==> config.mk <==
export PLATFORM = sky130hd
export DESIGN_NAME = ising_top
export DESIGN_NICKNAME = d
export VERILOG_FILES = /design/src/ising_pkg.sv /design/src/ising_row_if.sv /design/src/ising_ctrl.sv /design/src/ising_j_mem.sv /design/src/ising_field_unit.sv /design/src/ising_spin_reg.sv /design/src/ising_top.sv
export VERILOG_INCLUDE_DIRS = /design/src
export SDC_FILE = /design/constraint.sdc
export NUM_CORES = 2
export LEC_CHECK = 0
export BUFFER_PORTS_ARGS = -buffer_cell sky130_fd_sc_hd__buf_2
export CORE_MARGIN = 2
export CORE_UTILIZATION = 50
export DETAILED_ROUTE_END_ITERATION = 10
export PLACE_DENSITY = 0.75
export SKIP_LAST_GASP = 1
export SYNTH_ARGS = -nofsm -noshare
export SYNTH_HDL_FRONTEND = slang
export SYNTH_HIERARCHICAL = 1
export SYNTH_SLANG_ARGS = --single-unit
==> constraint.sdc <==
create_clock -name clk_i -period 8.6 [get_ports clk_i]
set_clock_uncertainty 0.15 [all_clocks]
set_input_delay 0.86 -clock clk_i [delete_from_list [all_inputs] [get_ports clk_i]]
set_output_delay 0.86 -clock clk_i [all_outputs]
set_load 0.005 [all_outputs]
==> src/ising_params.svh <==
// ising core sizing
// spin count, index width and the signed widths used in the field sum

`ifndef ISING_PARAMS_SVH
`define ISING_PARAMS_SVH

// number of spins, at most 16 because the command index fields are 4 bits wide
`define ISING_N 16

// spin index width
`define ISING_IDX_W $clog2(`ISING_N)

// signed coupling weight and signed bias widths
`define ISING_J_W 4
`define ISING_H_W 6

// signed local field, holds N*8+32 in magnitude
`define ISING_FIELD_W 10

// sweep count carried by a START command
`define ISING_SWEEP_W 8

`endif

==> src/ising_pkg.sv <==
// ising core command types
// a 32-bit host command word with the 2-bit opcode at the top, seen in four ways

`include "ising_params.svh"

package ising_pkg;

  typedef enum logic [1:0] {
    OP_WR_J    = 2'd0,
    OP_WR_H    = 2'd1,
    OP_LD_SPIN = 2'd2,
    OP_START   = 2'd3
  } ising_op_e;

  typedef struct packed {
    ising_op_e                        op;
    logic [3:0]                       row;
    logic [3:0]                       col;
    logic [`ISING_J_W-1:0]            weight; // two's complement
    logic [32-2-8-`ISING_J_W-1:0]     pad;
  } ising_wr_j_t;

  typedef struct packed {
    ising_op_e                        op;
    logic [3:0]                       idx;
    logic [`ISING_H_W-1:0]            bias;   // two's complement
    logic [32-2-4-`ISING_H_W-1:0]     pad;
  } ising_wr_h_t;

  typedef struct packed {
    ising_op_e                        op;
    logic [15:0]                      spins;  // bit i is spin i, only the low N bits are used
    logic [13:0]                      pad;
  } ising_ld_spin_t;

  typedef struct packed {
    ising_op_e                        op;
    logic [`ISING_SWEEP_W-1:0]        sweeps;
    logic [32-2-`ISING_SWEEP_W-1:0]   pad;
  } ising_start_t;

  // the op field sits at the same place in every view
  typedef union packed {
    ising_wr_j_t    wr_j;
    ising_wr_h_t    wr_h;
    ising_ld_spin_t ld_spin;
    ising_start_t   start;
  } ising_cmd_u;

endpackage

==> src/ising_row_if.sv <==
// ising row read interface
// control names a spin, the memory returns its J row and bias one cycle later,
// and the field unit flags the sign decision one cycle after that

`include "ising_params.svh"

interface ising_row_if;

  logic [`ISING_IDX_W-1:0]             addr;           // spin being updated
  logic                                spin_idx_valid; // addr is a read request this cycle
  logic [`ISING_N-1:0][`ISING_J_W-1:0] j_row;          // J[addr][j] for every j
  logic signed [`ISING_H_W-1:0]        h_val;          // h[addr]
  logic                                field_valid;    // new spin bit is being written

  modport ctrl (
    output addr,
    output spin_idx_valid,
    input  field_valid
  );

  modport mem (
    input  addr,
    input  spin_idx_valid,
    output j_row,
    output h_val
  );

  modport field (
    input  addr,
    input  spin_idx_valid,
    input  j_row,
    input  h_val,
    output field_valid
  );

endinterface

==> src/ising_ctrl.sv <==
// ising core control
// decodes host commands while idle and walks the spins in index order,
// three cycles per spin, for the requested number of sweeps

`include "ising_params.svh"

module ising_ctrl (
  input  logic                  clk_i,
  input  logic                  rst_i,
  input  logic                  cmd_valid_i,
  input  ising_pkg::ising_cmd_u cmd_i,
  ising_row_if.ctrl             row,
  output logic                  j_we_o,
  output logic                  h_we_o,
  output logic                  spin_ld_o,
  output logic                  busy_o,
  output logic                  done_o
);

  import ising_pkg::*;

  localparam int unsigned IDX_W    = `ISING_IDX_W;
  localparam int unsigned LAST_IDX = `ISING_N - 1;

  typedef enum logic [1:0] {
    S_IDLE,
    S_ISSUE, // address cycle
    S_WAIT,  // row read cycle
    S_NEXT   // field and write cycle, advances spin and sweep
  } state_e;

  state_e                    state_q;
  logic [IDX_W-1:0]          spin_q;
  logic [`ISING_SWEEP_W-1:0] sweep_q; // sweeps still to run, including the current one
  logic                      busy_q;
  logic                      done_q;
  logic                      cmd_ok;
  logic                      last_spin;
  logic                      last_sweep;

  assign cmd_ok    = cmd_valid_i && (state_q == S_IDLE); // anything else is dropped
  assign j_we_o    = cmd_ok && (cmd_i.wr_j.op == OP_WR_J);
  assign h_we_o    = cmd_ok && (cmd_i.wr_j.op == OP_WR_H);
  assign spin_ld_o = cmd_ok && (cmd_i.wr_j.op == OP_LD_SPIN);

  assign last_spin  = (spin_q == LAST_IDX[IDX_W-1:0]);
  assign last_sweep = (sweep_q == `ISING_SWEEP_W'(1));

  assign row.addr           = spin_q;
  assign row.spin_idx_valid = (state_q == S_ISSUE);

  assign busy_o = busy_q;
  assign done_o = done_q;

  always_ff @(posedge clk_i) begin
    if (rst_i) begin
      state_q <= S_IDLE;
      spin_q  <= '0;
      sweep_q <= '0;
      busy_q  <= 1'b0;
      done_q  <= 1'b0;
    end else begin
      done_q <= 1'b0;
      case (state_q)
        S_IDLE: begin
          if (cmd_ok && (cmd_i.start.op == OP_START)) begin
            if (cmd_i.start.sweeps == '0) begin
              done_q <= 1'b1; // nothing to run, report at once
            end else begin
              state_q <= S_ISSUE;
              spin_q  <= '0;
              sweep_q <= cmd_i.start.sweeps;
              busy_q  <= 1'b1;
            end
          end
        end
        S_ISSUE: state_q <= S_WAIT;
        S_WAIT: begin
          state_q <= S_NEXT;
          // done lines up with the write cycle of the very last spin
          if (last_spin && last_sweep) begin
            busy_q <= 1'b0;
            done_q <= 1'b1;
          end
        end
        S_NEXT: begin
          if (row.field_valid) begin
            if (last_spin) begin
              spin_q  <= '0;
              sweep_q <= sweep_q - `ISING_SWEEP_W'(1);
              state_q <= last_sweep ? S_IDLE : S_ISSUE;
            end else begin
              spin_q  <= spin_q + IDX_W'(1);
              state_q <= S_ISSUE;
            end
          end
        end
        default: state_q <= S_IDLE;
      endcase
    end
  end

  // a row request outside a run would clobber the row the field unit holds
  a_issue_only_busy: assert property (
    @(posedge clk_i) disable iff (rst_i) row.spin_idx_valid |-> busy_o
  ) else $error("spin_idx_valid raised while not busy");

endmodule

==> src/ising_j_mem.sv <==
// ising coupling and bias storage
// N x N weights and N biases written one entry per host command,
// with a registered read of one spin's row and bias

`include "ising_params.svh"

module ising_j_mem (
  input  logic                  clk_i,
  input  logic                  we_j_i,
  input  logic                  we_h_i,
  input  ising_pkg::ising_cmd_u cmd_i,
  ising_row_if.mem              row
);

  localparam int unsigned IDX_W = `ISING_IDX_W;

  logic [`ISING_N-1:0][`ISING_J_W-1:0] j_mem [`ISING_N]; // j_mem[i][j] is J_ij
  logic [`ISING_H_W-1:0]               h_mem [`ISING_N];

  // host writes, decoded from the command views
  always_ff @(posedge clk_i) begin
    if (we_j_i) begin
      j_mem[cmd_i.wr_j.row[IDX_W-1:0]][cmd_i.wr_j.col[IDX_W-1:0]] <= cmd_i.wr_j.weight;
    end
    if (we_h_i) begin
      h_mem[cmd_i.wr_h.idx[IDX_W-1:0]] <= cmd_i.wr_h.bias;
    end
  end

  always_ff @(posedge clk_i) begin
    if (row.spin_idx_valid) begin
      row.j_row <= j_mem[row.addr];
      row.h_val <= h_mem[row.addr]; // field unit sign extends
    end
  end

  // host commands only pass while idle, so they never meet a row read
  a_no_rw_clash: assert property (
    @(posedge clk_i) !((we_j_i || we_h_i) && row.spin_idx_valid)
  ) else $error("J or h write in the same cycle as a row read");

endmodule

==> src/ising_field_unit.sv <==
// ising local field unit
// sums h_i and +/-J_ij over j != i with an adder tree, then registers the
// new spin bit, keeping the old bit when the field is exactly zero

`include "ising_params.svh"

module ising_field_unit (
  input  logic                    clk_i,
  input  logic                    rst_i,
  ising_row_if.field              row,
  input  logic [`ISING_N-1:0]     spins_i,
  output logic                    upd_o,
  output logic [`ISING_IDX_W-1:0] upd_idx_o,
  output logic                    upd_bit_o
);

  localparam int unsigned N     = `ISING_N;
  localparam int unsigned IDX_W = `ISING_IDX_W;
  localparam int unsigned FW    = `ISING_FIELD_W;
  localparam int unsigned LVLS  = $clog2(`ISING_N);

  logic [IDX_W-1:0]     idx_q;      // spin whose row is on row.j_row
  logic                 row_vld_q;
  logic signed [FW-1:0] tree [LVLS+1][N];
  logic signed [FW-1:0] field;
  logic                 new_bit;
  logic                 upd_q;
  logic [IDX_W-1:0]     upd_idx_q;
  logic                 upd_bit_q;

  always_comb begin
    for (int l = 0; l <= int'(LVLS); l++) begin
      for (int k = 0; k < int'(N); k++) begin
        tree[l][k] = '0;
      end
    end
    // leaf j contributes J_ij*s_j, the diagonal is skipped
    for (int j = 0; j < int'(N); j++) begin
      if (j != int'(idx_q)) begin
        tree[0][j] = spins_i[j] ? FW'($signed(row.j_row[j])) : -FW'($signed(row.j_row[j]));
      end
    end
    for (int l = 0; l < int'(LVLS); l++) begin
      for (int k = 0; k < int'(N >> (l + 1)); k++) begin
        tree[l+1][k] = tree[l][2*k] + tree[l][2*k+1];
      end
    end
  end

  assign field   = tree[LVLS][0] + FW'(row.h_val);
  assign new_bit = (field == '0) ? spins_i[idx_q] : ~field[FW-1];

  always_ff @(posedge clk_i) begin
    if (rst_i) begin
      row_vld_q <= 1'b0;
      upd_q     <= 1'b0;
    end else begin
      row_vld_q <= row.spin_idx_valid; // row arrives one cycle after the request
      upd_q     <= row_vld_q;
    end
  end

  always_ff @(posedge clk_i) begin
    idx_q     <= row.addr;
    upd_idx_q <= idx_q;
    upd_bit_q <= new_bit;
  end

  assign upd_o           = upd_q;
  assign row.field_valid = upd_q;
  assign upd_idx_o       = upd_idx_q;
  assign upd_bit_o       = upd_bit_q;

endmodule

==> src/ising_spin_reg.sv <==
// ising spin vector
// bulk load from the host and single-spin update from the field unit,
// bit 1 stands for +1 and bit 0 for -1

`include "ising_params.svh"

module ising_spin_reg (
  input  logic                    clk_i,
  input  logic                    rst_i,
  input  logic                    ld_i,
  input  logic [`ISING_N-1:0]     ld_val_i,
  input  logic                    upd_i,
  input  logic [`ISING_IDX_W-1:0] upd_idx_i,
  input  logic                    upd_bit_i,
  output logic [`ISING_N-1:0]     spins_o
);

  logic [`ISING_N-1:0] spins_q;

  always_ff @(posedge clk_i) begin
    if (rst_i) begin
      spins_q <= '0;
    end else if (ld_i) begin
      spins_q <= ld_val_i;
    end else if (upd_i) begin
      spins_q[upd_idx_i] <= upd_bit_i;
    end
  end

  assign spins_o = spins_q;

  // loads are only accepted while idle and updates only happen during a run
  a_ld_upd_excl: assert property (
    @(posedge clk_i) disable iff (rst_i) !(ld_i && upd_i)
  ) else $error("spin load and spin update in the same cycle");

endmodule

==> src/ising_top.sv <==
// ising core top level
// host command strobe in, busy level, done pulse and spin vector out

`include "ising_params.svh"

module ising_top (
  input  logic                clk_i,
  input  logic                rst_i,
  input  logic                cmd_valid_i,
  input  logic [31:0]         cmd_i,
  output logic                busy_o,
  output logic                done_o,
  output logic [`ISING_N-1:0] spin_o
);

  import ising_pkg::*;

  ising_cmd_u                cmd;
  logic                      j_we;
  logic                      h_we;
  logic                      spin_ld;
  logic                      upd;
  logic [`ISING_IDX_W-1:0]   upd_idx;
  logic                      upd_bit;
  logic [`ISING_N-1:0]       spins;

  assign cmd = cmd_i;

  ising_row_if row_if ();

  ising_ctrl u_ctrl (
    .clk_i       (clk_i),
    .rst_i       (rst_i),
    .cmd_valid_i (cmd_valid_i),
    .cmd_i       (cmd),
    .row         (row_if.ctrl),
    .j_we_o      (j_we),
    .h_we_o      (h_we),
    .spin_ld_o   (spin_ld),
    .busy_o      (busy_o),
    .done_o      (done_o)
  );

  ising_j_mem u_j_mem (
    .clk_i  (clk_i),
    .we_j_i (j_we),
    .we_h_i (h_we),
    .cmd_i  (cmd),
    .row    (row_if.mem)
  );

  ising_field_unit u_field (
    .clk_i     (clk_i),
    .rst_i     (rst_i),
    .row       (row_if.field),
    .spins_i   (spins),
    .upd_o     (upd),
    .upd_idx_o (upd_idx),
    .upd_bit_o (upd_bit)
  );

  ising_spin_reg u_spin_reg (
    .clk_i     (clk_i),
    .rst_i     (rst_i),
    .ld_i      (spin_ld),
    .ld_val_i  (cmd.ld_spin.spins[`ISING_N-1:0]), // low N bits of the load view
    .upd_i     (upd),
    .upd_idx_i (upd_idx),
    .upd_bit_i (upd_bit),
    .spins_o   (spins)
  );

  assign spin_o = spins;

endmodule

==> impl_metrics.json <==
{
  "antenna_found_initial": 2,
  "syn_area_per_cell_um2": 17.0,
  "setup.worst_path.end_class": "flip-flop",
  "cts_setup_buffers": 0,
  "synthMuxAreaShare": 0.123,
  "rsz0062_at_grt": "no",
  "first_pass_iters": 7,
  "cp.arrival_ps": 7630,
  "finalSetupViolCount": 0,
  "r2r_cells": 18,
  "fmax_mhz": 138,
  "path_max_fanout": 15,
  "cts_sinks": 1233,
  "clockBufferDepth": 3,
  "ctsHoldBuffers": 0,
  "clk-insertion-delay-late_ps": 720,
  "synth_warnings": 6,
  "first_global_vias": 29100,
  "clkTransAtPathRegs_ps": 60,
  "ys_seq_area_frac": 0.679,
  "drtAntennaViolNets": 0,
  "rows": 120,
  "drive_gt1_frac": 0.177,
  "drt_iter0_markers": 3209,
  "drv_cap": 0,
  "relSlewSlack": 0.204,
  "status": "finished clean",
  "synth_nets": 3394,
  "die_h_um": 332,
  "cts_tree": "done",
  "period_share": 0.842,
  "synth_simple_gate_area_share": 0.0525,
  "ys.flop_type": "edfxtp_1",
  "ios": 53,
  "die_w_um": 332,
  "yosys.area.top_type_share": 0.663,
  "dp_hpwl_um": 73100,
  "via_count": 28400,
  "synth_top_family_by_area": "multiplexers",
  "gp_congestion": 0.948,
  "syn_area_mm2": 0.0539,
  "dpl.cell_count": 4477,
  "grt_max_degree": 167,
  "nets": 3420,
  "dp_slack_ps": 1430,
  "grt_pass1_wl_um": 184000,
  "start_util": 0.503,
  "synthXorXnorAreaFrac": 0.00817,
  "vias_per_cell": 6.04,
  "fin_setup_tns_ps": 0,
  "cts_inserted_buffers": 116,
  "yosysMostFrequentCell": "edfxtp_1",
  "synth_compound_area_frac": 0.0452,
  "grt_use_total": 0.224,
  "die_area_mm2": 0.110,
  "area_growth_pct": 10.3,
  "hold_viol_final": 0,
  "port_buffers": 38,
  "overflow": 0,
  "synthAdderAreaFrac": 0.0617,
  "fp.coreArea_mm2": 0.107,
  "synthTopCellsByArea": "edfxtp_1, mux4_2, fa_1, nor2_1, a22oi_1",
  "worst_slack_ps": 1360,
  "totalWireLength_um": 122000,
  "synth.largest_area_cell": "edfxtp_1",
  "async_reset_ff_frac": 0,
  "nFillCells": 7972,
  "drc_errors": 0,
  "instances_no_fill": 4695,
  "finalMaxSlewViolations": 0,
  "synth_seq_cells": 1233,
  "worstHoldPathType": "flip-flop to flip-flop",
  "required_ps": 8990,
  "cts_root_buf": "clkbuf_16",
  "synth-edff-count": 1190,
  "synthCells": 3166,
  "worst_pin_slew_ps": 1190,
  "ys_top_cells_by_count": "edfxtp_1, nor2_1, mux4_2",
  "wire_per_inst_um": 26.0,
  "htree_levels": 3,
  "critPathKind": "flip-flop to flip-flop",
  "cts_resized": 0,
  "crit_path_start_kind": "flip-flop",
  "holdPathStages": 1,
  "min_period_ps": 7240,
  "netlist-cell-type-count": 77
}
[layer usage]
metal  vias to the layer above  share of wire  track usage
met5                         -              0            0
met4                         0          0.035       0.0809
met3                       218          0.093       0.0463
met2                      1284           0.49        0.363
met1                     14700           0.38        0.302
li1                      12200              -            -
[final cells by class]
cell class                      instances  area (um^2)  share of cell area
Multi-Input combinational cell       1552        15700               0.264
Sequential cell                      1233        36600               0.616
Clock inverter                         83         1010              0.0170
Inverter                              215          807              0.0136
Clock buffer                          134         3010              0.0507
Tap cell                             1403         1760              0.0295
Antenna cell                            1         2.50           0.0000421
Timing Repair Buffer                   74          528             0.00888
[metrics by stage]
| stage | area, um^2 | util | hold slack [ps] |
|---|---|---|---|
| floorplan | 53900 | - | 182 |
| global placement | 55400 | 0.518 | 270 |
| detailed placement | 55400 | 0.518 | 274 |
| CTS | 59400 | 0.555 | 288 |
| global route | 59400 | 0.555 | 311 |
| finish | 59400 | 0.555 | 291 |
[final timing paths]
path,endpoint,startpoint,slack (ps)
setup / recovery,u_field/upd_bit_o,u_field/idx_q[0],1360
hold / removal,u_field/row.field_valid,u_field/row_vld_q,290
setup reg to reg,u_field/upd_bit_o,u_field/idx_q[0],1360
hold reg to reg,u_field/row.field_valid,u_field/row_vld_q,290
[sequential cells by signal, summed over array words and instances, names as in the netlist]
register	count
u_ctrl/state_q	2
u_field/upd_idx_o	4
u_ctrl/row.addr	4
u_ctrl/busy_o	1
u_field/row_vld_q	1
u_field/idx_q	4
u_j_mem/row.h_val	6
u_spin_reg/spins_o	16
u_field/upd_bit_o	1
u_j_mem/h_mem	96
u_j_mem/j_mem	1024
u_j_mem/row.j_row	64
u_ctrl/sweep_q	8
u_field/row.field_valid	1
u_ctrl/done_o	1
[critical path, stage by stage (launching register included)]
cell and delay [ps]:
dfxtp_1 740, nor2b_1 520, nand3_1 320, a21boi_0 260
o21ai_0 190, fa_1 450, inv_1 90, fa_1 450
fa_1 540, fa_1 530, fa_1 520, fa_1 580
inv_1 70, fa_1 540, or4b_2 600, a21oi_1 130
o21ai_0 100, nor4_1 240, a21oi_2 80
[cell families (layout without fill, tap and decap cells)]
kind of cell / count (synthesis) / after routing
compound gates: 350 / 350
fa+ha+maj: 193 / 193
flops: 1233 / 1233
simple gates: 660 / 660
mux: 302 / 302
buf+inv: 381 / 506
xor+xnor: 47 / 47
other cells: 0 / 1
[cells in the final DEF (no fill, tap or decap), types with 6 or more instances in the layout]
| cell type | Yosys | routed |
|---|---|---|
| xnor2_1 | 30 | 30 |
| a21oi_1 | 42 | 42 |
| a21boi_0 | 10 | 10 |
| o21a_1 | 21 | 21 |
| clkbuf_16 | 0 | 118 |
| buf_4 | 9 | 33 |
| clkinv_1 | 0 | 28 |
| o21ai_0 | 62 | 62 |
| nand2_1 | 163 | 163 |
| nor3b_1 | 7 | 6 |
| nor3_1 | 12 | 12 |
| edfxtp_1 | 1190 | 1190 |
| buf_2 | 24 | 34 |
| clkbuf_1 | 105 | 16 |
| or3_1 | 17 | 17 |
| nor2b_1 | 16 | 14 |
| clkinv_2 | 0 | 19 |
| nor2_1 | 368 | 367 |
| mux2_2 | 13 | 13 |
| dfxtp_1 | 43 | 41 |
| nand3_2 | 0 | 6 |
| nand3_1 | 29 | 23 |
| bufinv_16 | 0 | 19 |
| inv_1 | 215 | 215 |
| o21ai_1 | 8 | 8 |
| a21o_1 | 13 | 13 |
| xor2_1 | 14 | 14 |
| mux4_2 | 284 | 284 |
| fa_1 | 121 | 121 |
| a22oi_1 | 146 | 146 |
| ha_1 | 72 | 71 |
| o31a_1 | 12 | 12 |
Power is left out: the tool's default activity adds up to more than one toggle a clock period on the data nets, which glitch-free logic cannot reach.
